==> src/design/bt_bridge_pkg.sv <==
/*
	Bluetooth bridge shared types.
	Sensor words, serial bytes, link timing and the link controller states.
*/

package bt_bridge_pkg;

	// One sensor sample, sent low byte first
	typedef logic [15:0] stream_word_t;

	// One serial byte on the UART
	typedef logic [7:0] uart_byte_t;

	// Bit time and inter-byte gap, both in clock cycles
	typedef struct packed {
		logic [9:0] cycles_per_bit;
		logic [9:0] gap_cycles;
	} link_config_t;

	// Transmit FSM states
	typedef enum logic [3:0] {
		state_idle,
		state_wait_select,
		state_release,
		state_load,
		state_transmit,
		state_rest
	} link_state_t;

endpackage

==> src/design/uart_tx.sv <==
/*
	UART transmitter.
	Sends one 8N1 frame per start strobe and pulses done after the stop bit.
*/

module uart_tx
	import bt_bridge_pkg::*;
(
	input logic clock,
	input logic reset,
	input link_config_t link_config,
	input logic tx_start,
	input uart_byte_t tx_byte,
	output logic txd,
	output logic tx_done
);

	// Stop, data and start bits; the line reads bit 0
	logic [9:0] frame;
	logic busy;
	logic [3:0] bit_index;
	logic [9:0] bit_timer;

	assign txd = frame[0];

	always_ff @(posedge clock or posedge reset)
	begin
		if (reset)
		begin
			// All ones keeps the line idle high
			frame <= '1;
			busy <= 1'b0;
			bit_index <= '0;
			bit_timer <= '0;
			tx_done <= 1'b0;
		end
		else
		begin
			tx_done <= 1'b0;
			if (!busy)
			begin
				if (tx_start)
				begin
					frame <= {1'b1, tx_byte, 1'b0};
					busy <= 1'b1;
					bit_index <= '0;
					bit_timer <= '0;
				end
			end
			else if (bit_timer == link_config.cycles_per_bit - 10'd1)
			begin
				bit_timer <= '0;
				frame <= {1'b1, frame[9:1]};
				// Stop bit finished
				if (bit_index == 4'd9)
				begin
					busy <= 1'b0;
					tx_done <= 1'b1;
				end
				else
					bit_index <= bit_index + 4'd1;
			end
			else
				bit_timer <= bit_timer + 10'd1;
		end
	end

endmodule

==> config.mk <==
export PLATFORM = sky130hd
export DESIGN_NAME = uart_tx
export DESIGN_NICKNAME = d
export VERILOG_FILES = /design/src/design/bt_bridge_pkg.sv /design/src/design/uart_tx.sv
export SDC_FILE = /design/constraint.sdc
export NUM_CORES = 1
export LEC_CHECK = 0
export BUFFER_PORTS_ARGS = -buffer_cell sky130_fd_sc_hd__buf_2
export CAP_MARGIN = 5
export CORE_ASPECT_RATIO = 1.25
export CORE_UTILIZATION = 51
export CTS_BUF_LIST = sky130_fd_sc_hd__clkbuf_4 sky130_fd_sc_hd__clkbuf_8
export CTS_CLUSTER_SIZE = 8
export DETAILED_ROUTE_END_ITERATION = 8
export GPL_TIMING_DRIVEN = 0
export PLACE_DENSITY = 0.78
export SETUP_SLACK_MARGIN = 0.02
export SLEW_MARGIN = 0
export SYNTH_ARGS = -nofsm -noshare
export SYNTH_HDL_FRONTEND = slang
export SYNTH_SLANG_ARGS = --single-unit
==> constraint.sdc <==
create_clock -name clock -period 1.95 [get_ports clock]
set_input_delay 0.39 -clock clock [delete_from_list [all_inputs] [get_ports clock]]
set_output_delay 0.39 -clock clock [all_outputs]
set_load 0.05 [all_outputs]
==> Word-level counts from Yosys, hierarchy flattened <==
Index checks and enable logic that the tools add are counted.
{ "op_classes": {"multipliers": 0, "n_lt_le_gt_ge": 0, "n_reduce_logical": 3, "bitwise_logic": 0, "eq_ne": 4, "addsub": 3, "shifts": 0, "mux": 17, "div_mod_pow": 0} }
{ "op_table": {"columns": ["operator", "n"], "rows": [
  ["$mux 10", 6],
  ["$mux 4", 4],
  ["$add 10x1->10 const B", 1],
  ["$eq 10x10->1", 1],
  ["$sub 10x1->10 const B", 1],
  ["$mux 1", 7],
  ["$add 4x1->4 const B", 1],
  ["$eq 4x4->1 const B", 1],
  ["$reduce_and 3->1", 1],
  ["$ne 2x1->1 const B", 1],
  ["$ne 2x2->1 const B", 1],
  ["$reduce_and 2->1", 1],
  ["$reduce_bool 2->1", 1]
]} }
{ "totals": {"output_inout_bits": 2, "rom_bits": 0, "ram_bits": 0, "latchBits": 0, "mem_count": 0, "ff_bits": 26, "word_cells": 32} }

==> Depth between registers and ports, before layout <==
Gate-level depths: netlist of run 1.
{ "depth": {"word_depth": 4, "depth_mapped": 9, "ltp_nobuf": 8} }

==> Worst setup path after synthesis of run 1 <==
Ideal clock, no wire load.
{ "synth_path": {"path_kind": "input to register", "start": "input port link_config[10] (netlist bit)", "end": "register frame[2]", "required_time_ns": 1.870, "slack_ns": -0.325, "cell_stages": 9, "n_path_buf": 1, "arrival_time_ns": 2.195, "cell_sequence": "inv_1 > ha_1 > nor2b_1 > or3_1 > a311oi_4 > o211a_1 > nand2_2 > buf_6 > o221a_2"} }
{ "synth_between": {"elab_chain_cells": 4} }
{ "synth_lines": {"columns": ["item", "line_no", "rtl"], "rows": [
  ["start: declaration", "uart_tx.sv:11", "input link_config_t link_config,"],
  ["$sub 10x1->10", "uart_tx.sv:50", "else if (bit_timer == link_config.cycles_per_bit - 10'd1)"],
  ["$eq 10x10->1", "uart_tx.sv:50", null],
  ["$ne 2x1->1 (no line)", null, null],
  ["$reduce_and 2->1 (no line)", null, null],
  ["end signal: assignment", "uart_tx.sv:44", "frame <= {1'b1, tx_byte, 1'b0};"],
  ["end signal: assignment", "uart_tx.sv:53", "frame <= {1'b1, frame[9:1]};"],
  ["end: declaration", "uart_tx.sv:19", "logic [9:0] frame;"]
]} }
No other way between the ends.
A chain may end at the register's enable or synchronous reset.

==> Worst setup path in the final report of run 1 <==
{ "layout_path": {"start": "register bit_timer[2]", "end": "register frame[2]"} }
{ "layout_between": {"elab_chain_cells": 3} }
{ "layout_lines": {"columns": ["item", "line_no", "rtl"], "rows": [
  ["start: declaration", "uart_tx.sv:22", "logic [9:0] bit_timer;"],
  ["start signal: assignment", "uart_tx.sv:64", "bit_timer <= bit_timer + 10'd1;"],
  ["$eq 10x10->1", "uart_tx.sv:50", null],
  ["$ne 2x1->1 (no line)", null, null],
  ["$reduce_and 2->1 (no line)", null, null]
]} }
No other way between the ends.

==> results of run 1 <==
critical path: cells and delay by family (launching register included):
family	cells	cell delay, ps
flops	1	450
compound gates	3	910
simple gates	2	480
buf+inv	1	130
worst min path at each step:
stage                              start                       end  slack, ps  cells past startpoint
finish                             reset  bit_timer[3]$_DFFE_PP0P_        260                      2
global route                  tx_byte[7]      frame[8]$_DFFE_PP1P_        280                      3
CTS                           tx_byte[7]      frame[8]$_DFFE_PP1P_        280                      3
detailed placement  frame[1]$_DFFE_PP1P_      frame[0]$_DFFE_PP1P_        470                      2
global placement    frame[1]$_DFFE_PP1P_      frame[0]$_DFFE_PP1P_        460                      2
floorplan                          reset  bit_index[0]$_DFFE_PP0P_        410                      1
cells by family after synthesis:
logic type / Yosys count
xor+xnor: 14
simple gates: 61
buf+inv: 16
fa+ha+maj: 4
mux: 5
flops: 25
compound gates: 44
sequential cells by signal, indices dropped and copies added (netlist names):
name,flops
frame,9
bit_timer,10
tx_done,1
busy,1
bit_index,4
cell usage after synthesis (2+ instances only):
cell type / n / area share, %
o21ai_0: 7 / 2.1
a22oi_1: 4 / 1.8
nor3_1: 3 / 0.91
a21oi_1: 8 / 2.4
nor2b_1: 4 / 1.5
nand3_1: 7 / 2.1
o221a_1: 4 / 2.7
nand3b_1: 3 / 1.4
clkbuf_1: 5 / 1.1
o221a_2: 3 / 2.0
nand2b_1: 10 / 3.8
ha_1: 4 / 3.0
inv_1: 10 / 2.3
dfstp_2: 9 / 14
o22a_1: 2 / 1.1
and3_1: 5 / 1.9
dfrtp_1: 16 / 24
nor3b_1: 2 / 0.91
xor2_1: 9 / 4.8
nor4_2: 2 / 1.5
nor2_1: 6 / 1.4
mux2i_1: 5 / 3.0
xnor2_1: 5 / 2.7
nand2_1: 10 / 2.3
a21o_1: 2 / 0.91
nand4_1: 2 / 0.76
repair_timing:
action | 4_1_cts | 5_1_grt
setup endpoints to repair | 23 | 23
resized for setup | 18 | 14
setup buffers | 3 | 5
pin swaps | 4 | 9
hold buffers | 0 | 0
cloned | 1 | 0
layer usage:
metal | routed length [um] | up-vias | global-route usage [%]
met5 | 0 | - | 0
met4 | 24 | 0 | 3.95
met3 | 110 | 4 | 1.39
met2 | 2040 | 38 | 44.6
met1 | 1660 | 711 | 27.1
li1 | - | 692 | -
through the flow:
| step | area, um2 | total power [W] | hold WS (ps) | setup WS, ps |
|---|---|---|---|---|
| after floorplan | 1700 | 0.00134 | 411 | -133 |
| after global placement | 1860 | 0.00146 | 464 | -517 |
| after detailed placement | 1860 | 0.00151 | 470 | -553 |
| after CTS | 1980 | 0.00179 | 282 | -75.3 |
| after global routing | 2080 | 0.00200 | 277 | -119 |
| final | 2080 | 0.00189 | 257 | -76.1 |
power by group:
group | switching, W | internal [W]
Sequential | 0.000188 | 0.000730
Combinational | 0.000348 | 0.000397
Clock | 0.000154 | 0.0000768
cell usage in the layout (no fill, tap or decap), types with 6 or more instances in the layout:
cell      count
buf_2        20
dfrtp_1      13
nand2b_1     10
nand2_1      10
dfstp_2       9
inv_1         8
xor2_1        8
buf_4         8
a21oi_1       7
nand3_1       7
o21ai_0       6
area by class of cell:
class / count / area (um2) / share of cell area [%]
clock inverters: 1 / 5.00 / 0.240
multi-input cells: 128 / 1090 / 52.4
repair buffers: 31 / 201 / 9.66
clock buffers: 3 / 22.5 / 1.08
well taps: 36 / 45.0 / 2.16
plain buffers: 4 / 22.5 / 1.08
flip-flops and latches: 25 / 641 / 30.7
inverters: 10 / 55.1 / 2.64
==> results by group, run 1 <==
Outcome
  • Status: finished with violations
  • Failing checks: negative setup slack

CTS
  • Skew-Pair Late Insertion Delay: 310 ps
  • Reg clk slew, reported paths: 130 ps
  • CTS buffer count: 3
  • TritonCTS Sinks: 25
  • CTS root buffer: clkbuf_4
  • Max clock buf depth: 2
  • CTS tree: done
  • CTS H-tree depth: 1

Worst setup path
  • Worst Setup Start Kind: flop
  • Kind of critical path: reg -> reg
  • CP Max Fanout: 5
  • Critical Path Sink Type: flop
  • Cell chain of the critical path: or3_4, a311oi_4, o211a_4, nand2_4, buf_6, o221a_4
  • Reg2reg setup slack: -80 ps
  • CP Data Arrival Time: 2290 ps
  • Crit. Startpoint: bit_timer[2]$_DFFE_PP0P_
  • Reg2Reg Depth: 6
  • Worst setup endpoint: frame[2]$_DFFE_PP1P_
  • Req. time, crit path: 2210 ps
  • Slowest CP cell: dfrtp_2
  • Worst R2R End: frame[2]$_DFFE_PP1P_
  • CP max stage delay: 450 ps
  • Worst r2r src: bit_timer[2]$_DFFE_PP0P_

Timing
  • Slew HR: 37.5%
  • Final min period: 2030 ps
  • FMAX: 0.494 GHz
  • Setup Viol. Count Final: 7
  • Post-Route Skew: 2.73 ps
  • Setup TNS: -337 ps
  • Final Hold Viols: 0
  • Final period util: 104%
  • RSZ-0062 raised after global routing: yes
  • Slew @ Worst Pin: 937 ps
  • Post-route worst setup slack: -76.1 ps
  • Final Max Slew Viols: 0

Drt
  • Starting DRC count in detailed routing: 41
  • Antenna Nets Post-Route: 0
  • TritonRoute pass-1 iters: 4
  • DR DRC count: 0
  • Avg WL per Cell: 16.1 um
  • Drt via density: 6.07
  • DRT Wirelength: 3840 um
  • Routed vias: 1445

Power and ir drop
  • Max VDD drop: 0.647 mV
  • Cell Pwr Density: 908 mW/mm2
  • LEAKAGE: 0.873 nW

Floorplan
  • Die W: 52.9 um
  • I/O pin count: 33
  • Cell Rows: 22
  • Die Area: 0.00347 mm2
  • Core Box Area: 0.00300 mm2
  • Starting Density: 55.0%
  • DIE HEIGHT: 65.6 um

Placement
  • Post-DP HPWL: 2610 um
  • Post-Place Cells: 227
  • Port Buffers: 22
  • Gpl congestion: 0.781

Cells and area
  • N_diodes: 0
  • Share of cells above drive strength 1: 38.6%
  • Utilization after layout: 69.5%
  • Filler cell count: 216
  • Final Non-Filler Cells: 238
  • Area grow syn2layout: 26.2%
  • Net count, final: 238

Yosys
  • Yosys cell types: 48
  • Syn Area/Cell: 9.77 um2
  • Post-synthesis sequential area ratio: 38.6%
  • Synth Area in Adders: 3.03%
  • Synth Cell Area: 0.00165 mm2
  • Mapped Nets: 204
  • Synth Area in Compound Gates: 21.7%
  • Simple-gate share of the synthesized area: 22.2%
  • Yosys warning count: 0
  • Multiplexer area fraction after synthesis: 3.03%
  • EDFF count, synth: 0
  • Largest family of logic cells by synthesized area: simple AND/OR/NAND/NOR gates
  • Async S/R FF share, synth: 100%
  • Post-Synthesis Cells: 169
  • Xor/xnor share of the synthesized area: 7.42%
  • Post-synthesis register bit count: 25
  • Main synth FF type: dfrtp_1

Global routing
  • GRT overflow: 0
  • First-pass GRT wire length: 5980 um
  • Overall Global Routing Usage: 23.0%
  • Initial antenna violation count: 0
  • Pin count of the biggest net entering global routing: 26
  • Vias in the first global route: 1339

Job
  • Total of max-cap violations: 0

Worst hold path
  • Type of the most critical hold path: in -> async
Power figures use the tool's default switching activity.
==> inputs of run 2 (changes only) <==
--- a/config.mk
+++ b/config.mk
@@ -8,14 +8,14 @@
 export BUFFER_PORTS_ARGS = -buffer_cell sky130_fd_sc_hd__buf_2
 export CAP_MARGIN = 5
 export CORE_ASPECT_RATIO = 1.25
-export CORE_UTILIZATION = 51
+export CORE_UTILIZATION = 29
 export CTS_BUF_LIST = sky130_fd_sc_hd__clkbuf_4 sky130_fd_sc_hd__clkbuf_8
 export CTS_CLUSTER_SIZE = 8
 export DETAILED_ROUTE_END_ITERATION = 8
 export GPL_TIMING_DRIVEN = 0
-export PLACE_DENSITY = 0.78
 export SETUP_SLACK_MARGIN = 0.02
 export SLEW_MARGIN = 0
 export SYNTH_ARGS = -nofsm -noshare
 export SYNTH_HDL_FRONTEND = slang
 export SYNTH_SLANG_ARGS = --single-unit
+export TNS_END_PERCENT = 100
==> run 2 against run 1 <==
Net effect: the run still ends with negative setup slack left; global-route usage is 10 points lower; via count is 4.2% lower; combinational power is 9.7% lower; worst hold slack better by 74 ps; utilization is 29 points lower; critical endpoint is now bit_index[2]$_DFFE_PP0P_; clock power is 38% higher; critical path depth is 3 higher; routed wire length is 5.4% lower; register-to-register slack better by 40 ps; power hardly changed.
==> results by group, run 2 (synthesis results as in run 1) <==
Outcome
  • Status: finished with violations
  • Failing checks: negative setup slack

Cells and area
  • Area grow syn2layout: 32.5%
  • Top reg by flops: bit_timer
  • Biggest regs: bit_timer: 10 flops, frame: 9 flops, bit_index: 4 flops
  • Net count, final: 241 (+1.3%)
  • Most frequent cells in the layout: buf_2, dfrtp_1, buf_4
  • Share of cells above drive strength 1: 41.0% (+2.4 points)
  • Final Non-Filler Cells: 269 (+13%)
  • Utilization after layout: 40.2% (-29 points)
  • Max reg flops: 10 (unchanged)
  • N_diodes: 0 (unchanged)
  • Commonest non-fill, non-tap cell in the layout: buf_2

Drt
  • DR DRC count: 0 (unchanged)
  • TritonRoute pass-1 iters: 4 (unchanged)
  • Drt via density: 5.14 (-15%)
  • Routed vias: 1384 (-4.2%)
  • Avg WL per Cell: 13.5 um (-16%)
  • DRT Wirelength: 3630 um (-5.4%)
  • Starting DRC count in detailed routing: 45 (+9.8%)
  • Antenna Nets Post-Route: 0 (unchanged)

Global routing
  • Pin count of the biggest net entering global routing: 26 (unchanged)
  • First-pass GRT wire length: 6350 um (+6.2%)
  • Initial antenna violation count: 0 (unchanged)
  • GRT overflow: 0 (unchanged)
  • Overall Global Routing Usage: 13.0% (-10 points)
  • Vias in the first global route: 1367 (+2.1%)

Worst setup path
  • Kind of critical path: in -> reg
  • Worst Setup Start Kind: input port
  • Req. time, crit path: 2140 ps (-70 ps)
  • CP Max Fanout: 6 (+1)
  • Reg2Reg Depth: 5 (-1)
  • Critical Path Sink Type: flop
  • Reg2reg setup slack: -40 ps (+40 ps)
  • CP Data Arrival Time: 2210 ps (-80 ps)

Placement
  • Gpl congestion: 0.711 (-9.0%)
  • Post-Place Cells: 255 (+12%)
  • Worst slack at placement: -548 ps (+4.41 ps)
  • Post-DP HPWL: 2660 um (+1.9%)
  • Port Buffers: 22 (unchanged)

CTS
  • CTS tree: done
  • Skew-Pair Late Insertion Delay: 260 ps (-50 ps)
  • TritonCTS Sinks: 25 (unchanged)
  • Max clock buf depth: 2 (unchanged)
  • CTS H-tree depth: 1 (unchanged)
  • CTS buffer count: 3 (unchanged)
  • Reg clk slew, reported paths: 90 ps (-40 ps)
  • CTS root buffer: clkbuf_8

Timing
  • Post-route worst setup slack: -62.2 ps (+13.9 ps)
  • RSZ-0062 raised after global routing: yes
  • Setup TNS: -295 ps (+41.6 ps)
  • FMAX: 0.497 GHz (+0.69%)
  • Final Hold Viols: 0 (unchanged)
  • Slew @ Worst Pin: 947 ps (+9.81 ps)
  • Final min period: 2010 ps (-13.9 ps)
  • Final Max Slew Viols: 0 (unchanged)
  • Final period util: 103% (-0.72 points)
  • Slew HR: 36.8% (-0.65 points)
  • Post-Route Skew: 3.34 ps (+0.612 ps)
  • Setup Viol. Count Final: 9 (+2)

Power and ir drop
  • Post-layout power: 0.00189 W (about the same)
  • Cell Pwr Density: 865 mW/mm2 (-4.8%)
  • LEAKAGE: 0.911 nW (+4.4%)
  • Max VDD drop: 0.457 mV (-29%)

Floorplan
  • I/O pin count: 33 (unchanged)
  • Cell Rows: 30 (+36%)
  • Die Area: 0.00600 mm2 (+73%)
  • Starting Density: 30.3% (-25 points)
  • Die W: 69.5 um (+31%)
  • Core Box Area: 0.00544 mm2 (+81%)
  • DIE HEIGHT: 86.4 um (+32%)

Worst hold path
  • Type of the most critical hold path: in -> async

Job
  • Total of max-cap violations: 0 (unchanged)
## run 2: cell types whose count changed in the layout (fill, tap and decap cells not counted), sizes merged
cell and change:
buf +3, clkbuf +1, clkinv -1
## run 2: routing by layer
layer / GRT usage (%) / up-vias / share of wire (%)
met4: 3.90 / 0 / 0.74
met2: 22.9 / 22 / 50
met3: 1.86 / 2 / 2.9
li1: - / 693 / -
met5: 0 / - / 0
met1: 16.5 / 667 / 47
## run 2: where the power goes
| part | leakage (nW) | switching, W | total (W) | internal, W |
|---|---|---|---|---|
| combinational | 0.590 | 0.000312 | 0.000672 | 0.000359 |
| sequential | 0.295 | 0.000174 | 0.000903 | 0.000729 |
| clock | 0.0262 | 0.000158 | 0.000318 | 0.000160 |
## run 2: worst paths after layout
check	end	start
max	bit_index[2]$_DFFE_PP0P_	link_config[11]
min	bit_timer[1]$_DFFE_PP0P_	reset
max reg2reg	bit_index[2]$_DFFE_PP0P_	bit_timer[2]$_DFFE_PP0P_
min reg2reg	frame[0]$_DFFE_PP1P_	frame[1]$_DFFE_PP1P_
max in group asynchronous	bit_timer[2]$_DFFE_PP0P_	reset
min in group clock	frame[8]$_DFFE_PP1P_	tx_byte[7]
## run 2: metrics by stage
step | cell area, um2 | hold WS, ps
floorplan | 1700 | 411
global placement | 1890 | 466
detailed placement | 1890 | 466
CTS | 2060 | 342
global route | 2190 | 364
finish | 2190 | 331
## run 2: final cells by class
class,count,area (um2)
plain buffers,4,22.5
clock buffers,4,48.8
fillers,557,3250
inverters,10,55.1
multi-input cells,128,1100
flip-flops and latches,25,639
well taps,64,80.1
repair buffers,34,245
## run 2: timing repair
item / CTS / global route
pin swaps: 5 / 13
resized for setup: 19 / 26
setup endpoints to repair: 22 / 23
hold endpoints to repair: 0 / 0
cloned: 1 / 0
setup buffers: 6 / 5
hold buffers: 0 / 0
## run 2: worst max-delay path: stages
cell and delay (ps):
buf_12 100, inv_12 30, ha_4 160, nor2b_4 120, or3_4 340, a311oi_4 350
o21ai_4 150, or4_4 430, a21oi_2 150
==> inputs of run 3 (changes only) <==
--- a/config.mk
+++ b/config.mk
@@ -18,4 +18,4 @@
 export SYNTH_ARGS = -nofsm -noshare
 export SYNTH_HDL_FRONTEND = slang
 export SYNTH_SLANG_ARGS = --single-unit
-export TNS_END_PERCENT = 100
+export TNS_END_PERCENT = 20
==> run 3 against run 2 <==
Net effect: the run still ends with negative setup slack left; global-route usage grew 0.42 points; flip-flop and latch count did not move; clock-buffer cell count did not move; combinational power is 4.6% higher; sequential power up 2%; clock skew up 3.1 ps; routed wire length grew 6.8%; non-clock buffer count unchanged; register-to-register slack got worse by 20 ps; final cell count stayed put; largest power group unchanged.
==> results by group, run 3 (synthesis results as in run 1) <==
Outcome
  • Status: finished with violations
  • Failing checks: negative setup slack

Cells and area
  • Filler cell count: 529 (-5.0%)
  • Max reg flops: 10 (unchanged)
  • Net count, final: 241 (unchanged)
  • Biggest regs: bit_timer: 10 flops, frame: 9 flops, bit_index: 4 flops
  • Commonest non-fill, non-tap cell in the layout: buf_2
  • Top reg by flops: bit_timer
  • Most frequent cells in the layout: buf_2, dfrtp_1, nand2b_1, nand2_1, buf_4
  • N_diodes: 0 (unchanged)
  • Utilization after layout: 40.6% (+0.44 points)
  • Area grow syn2layout: 33.9%
  • Share of cells above drive strength 1: 42.9% (+2.0 points)

Timing
  • Setup Viol. Count Final: 8 (-1)
  • Final Hold Viols: 0 (unchanged)
  • Slew @ Worst Pin: 948 ps (+1.36 ps)
  • Final period util: 105% (+1.9 points)
  • Worst-case hold slack: 321 ps (-10.4 ps)
  • Post-Route Skew: 6.44 ps (+3.10 ps)
  • Final min period: 2050 ps (+36.1 ps)
  • Slew HR: 36.7% (-0.091 points)
  • Final Max Slew Viols: 0 (unchanged)
  • Setup TNS: -377 ps (-81.3 ps)
  • FMAX: 0.488 GHz (-1.8%)
  • RSZ-0062 raised after global routing: yes
  • Post-route worst setup slack: -98.3 ps (-36.1 ps)

Worst setup path
  • Cell chain of the critical path: buf_2, nor4_4, a21oi_2, o32ai_2, o22ai_2, or4_4, a21oi_2
  • CP max stage delay: 570 ps (+140 ps)
  • Worst Setup Start Kind: input port
  • CP delay by family, top: simple AND/OR/NAND/NOR gates
  • CP Max Fanout: 6 (unchanged)
  • Req. time, crit path: 2150 ps (about the same)
  • CP Data Arrival Time: 2250 ps (+40 ps)
  • Most common cell on crit path: a21oi_2
  • Slowest CP cell: or4_4
  • Kind of critical path: in -> reg
  • Critical Path Sink Type: flop
  • Buf/Inv on CP: 1 (-1)

Placement
  • Gpl congestion: 0.725 (+2.0%)
  • Post-DP HPWL: 2590 um (-2.6%)
  • Port Buffers: 22 (unchanged)

Job
  • Total of max-cap violations: 0 (unchanged)

Drt
  • Antenna Nets Post-Route: 0 (unchanged)
  • TritonRoute pass-1 iters: 4 (unchanged)
  • Avg WL per Cell: 14.4 um (+6.8%)
  • Drt via density: 5.27 (+2.5%)
  • DR DRC count: 0 (unchanged)
  • Routed vias: 1418 (+2.5%)
  • DRT Wirelength: 3880 um (+6.8%)
  • Starting DRC count in detailed routing: 40 (-11%)

Power and ir drop
  • Switching share of power: 34.8% (+0.76 points)
  • Comb pwr share: 36.0% (+0.5 points)
  • Cell internal pwr: 0.00127 W (+1.9%)
  • Clock share of power: 16.7% (about the same)
  • LEAKAGE: 0.919 nW (+0.94%)
  • Max VDD drop: 0.496 mV (+8.4%)
  • Sw power: 0.000680 W (+5.3%)
  • Cell Pwr Density: 882 mW/mm2 (+1.9%)
  • Sequential power share: 47.2% (-0.5 points)

CTS
  • Reg clk slew, reported paths: 90 ps (about the same)
  • CTS root buffer: clkbuf_8
  • TritonCTS Sinks: 25 (unchanged)
  • Max clock buf depth: 2 (unchanged)
  • Skew-Pair Late Insertion Delay: 270 ps (about the same)
  • Post-cts hold buffer count: 0 (unchanged)
  • CTS tree: done
  • CTS buffer count: 3 (unchanged)
  • CTS H-tree depth: 1 (unchanged)

Floorplan
  • Cell Rows: 30 (unchanged)
  • Die Area: 0.00600 mm2 (unchanged)
  • Die W: 69.5 um (unchanged)
  • DIE HEIGHT: 86.4 um (unchanged)
  • Core Box Area: 0.00544 mm2 (unchanged)
  • Starting Density: 30.3% (unchanged)
  • I/O pin count: 33 (unchanged)

Global routing
  • Vias in the first global route: 1437 (+5.1%)
  • GR peak layer: met2
  • Initial antenna violation count: 0 (unchanged)
  • GR met3 Demand/Resource: 1.63% (-0.23 points)
  • Grt met1 use: 16.8% (+0.29 points)
  • First-pass GRT wire length: 6520 um (+2.6%)
  • Met2 Usage GRT: 23.4% (+0.53 points)
  • Pin count of the biggest net entering global routing: 26 (unchanged)
  • GRT overflow: 0 (unchanged)
  • Overall Global Routing Usage: 13.4% (+0.42 points)

Worst hold path
  • Type of the most critical hold path: in -> async
==> run 3: cell types whose count changed in the layout (fill, tap and decap cells not counted), moves of 2 or more <==
| cell | previous run | this run |
|---|---|---|
| buf_2 | 17 | 20 |
| buf_4 | 13 | 10 |
| dfrtp_1 | 14 | 12 |
| dfrtp_2 | 2 | 4 |
| nor3_1 | 2 | 0 |
| nor3_2 | 1 | 3 |
| o221a_2 | 2 | 0 |
| o221a_4 | 1 | 3 |
==> run 3: stage by stage <==
step / area [um2] / worst slack (ps) / instances / total power (W)
2_1_floorplan: 1700 / -133 / 169 / 0.00134
3_3_place_gp: 1890 / -542 / 255 / 0.00147
3_5_place_dp: 1890 / -556 / 255 / 0.00149
4_1_cts: 2100 / -103 / 266 / 0.00190
5_1_grt: 2210 / -130 / 269 / 0.00209
6_report: 2210 / -98.3 / 269 / 0.00195
==> run 3: per-layer routing <==
layer  vias up  part of all wire (%)
li1        694                     -
met1       686                    46
met2        29                    49
met3         9                   2.5
met4         0                   2.2
met5         -                     0
==> run 3: power groups by stage <==
stage	logic [W]	clock network (W)	registers, W
global route	0.000784	0.000357	0.000950
detailed placement	0.000611	0	0.000882
CTS	0.000647	0.000341	0.000913
global placement	0.000596	0	0.000879
floorplan	0.000486	0	0.000857
finish	0.000703	0.000327	0.000921
==> run 3: worst paths after layout <==
kind | slack (ps) | from | to | cells past startpoint
max reg2reg | -60 | bit_timer[2]$_DFFE_PP0P_ | bit_index[2]$_DFFE_PP0P_ | 5
max in group asynchronous | 990 | reset | bit_timer[1]$_DFFE_PP0P_ | 2
min reg2reg | 480 | frame[1]$_DFFE_PP1P_ | frame[0]$_DFFE_PP1P_ | 2
min | 320 | reset | bit_index[0]$_DFFE_PP0P_ | 2
min in group clock | 330 | tx_byte[7] | frame[8]$_DFFE_PP1P_ | 3
max | -100 | link_config[13] | bit_index[2]$_DFFE_PP0P_ | 7
==> run 3: timing repair <==
action,in CTS,in global routing
pin swaps,7,8
gates resized for setup,24,20
buffers inserted,8,3
gates cloned,1,0
endpoints found under the setup margin,23,23
==> run 3: area by class of cell <==
cell class | count | area [um2] | area share [%]
repair buffers | 34 | 233 | 10.5
well taps | 64 | 80.1 | 3.62
inverters | 10 | 55.1 | 2.49
multi-input cells | 128 | 1130 | 51.1
plain buffers | 4 | 22.5 | 1.02
flip-flops and latches | 25 | 642 | 29.0
clock buffers | 4 | 48.8 | 2.21
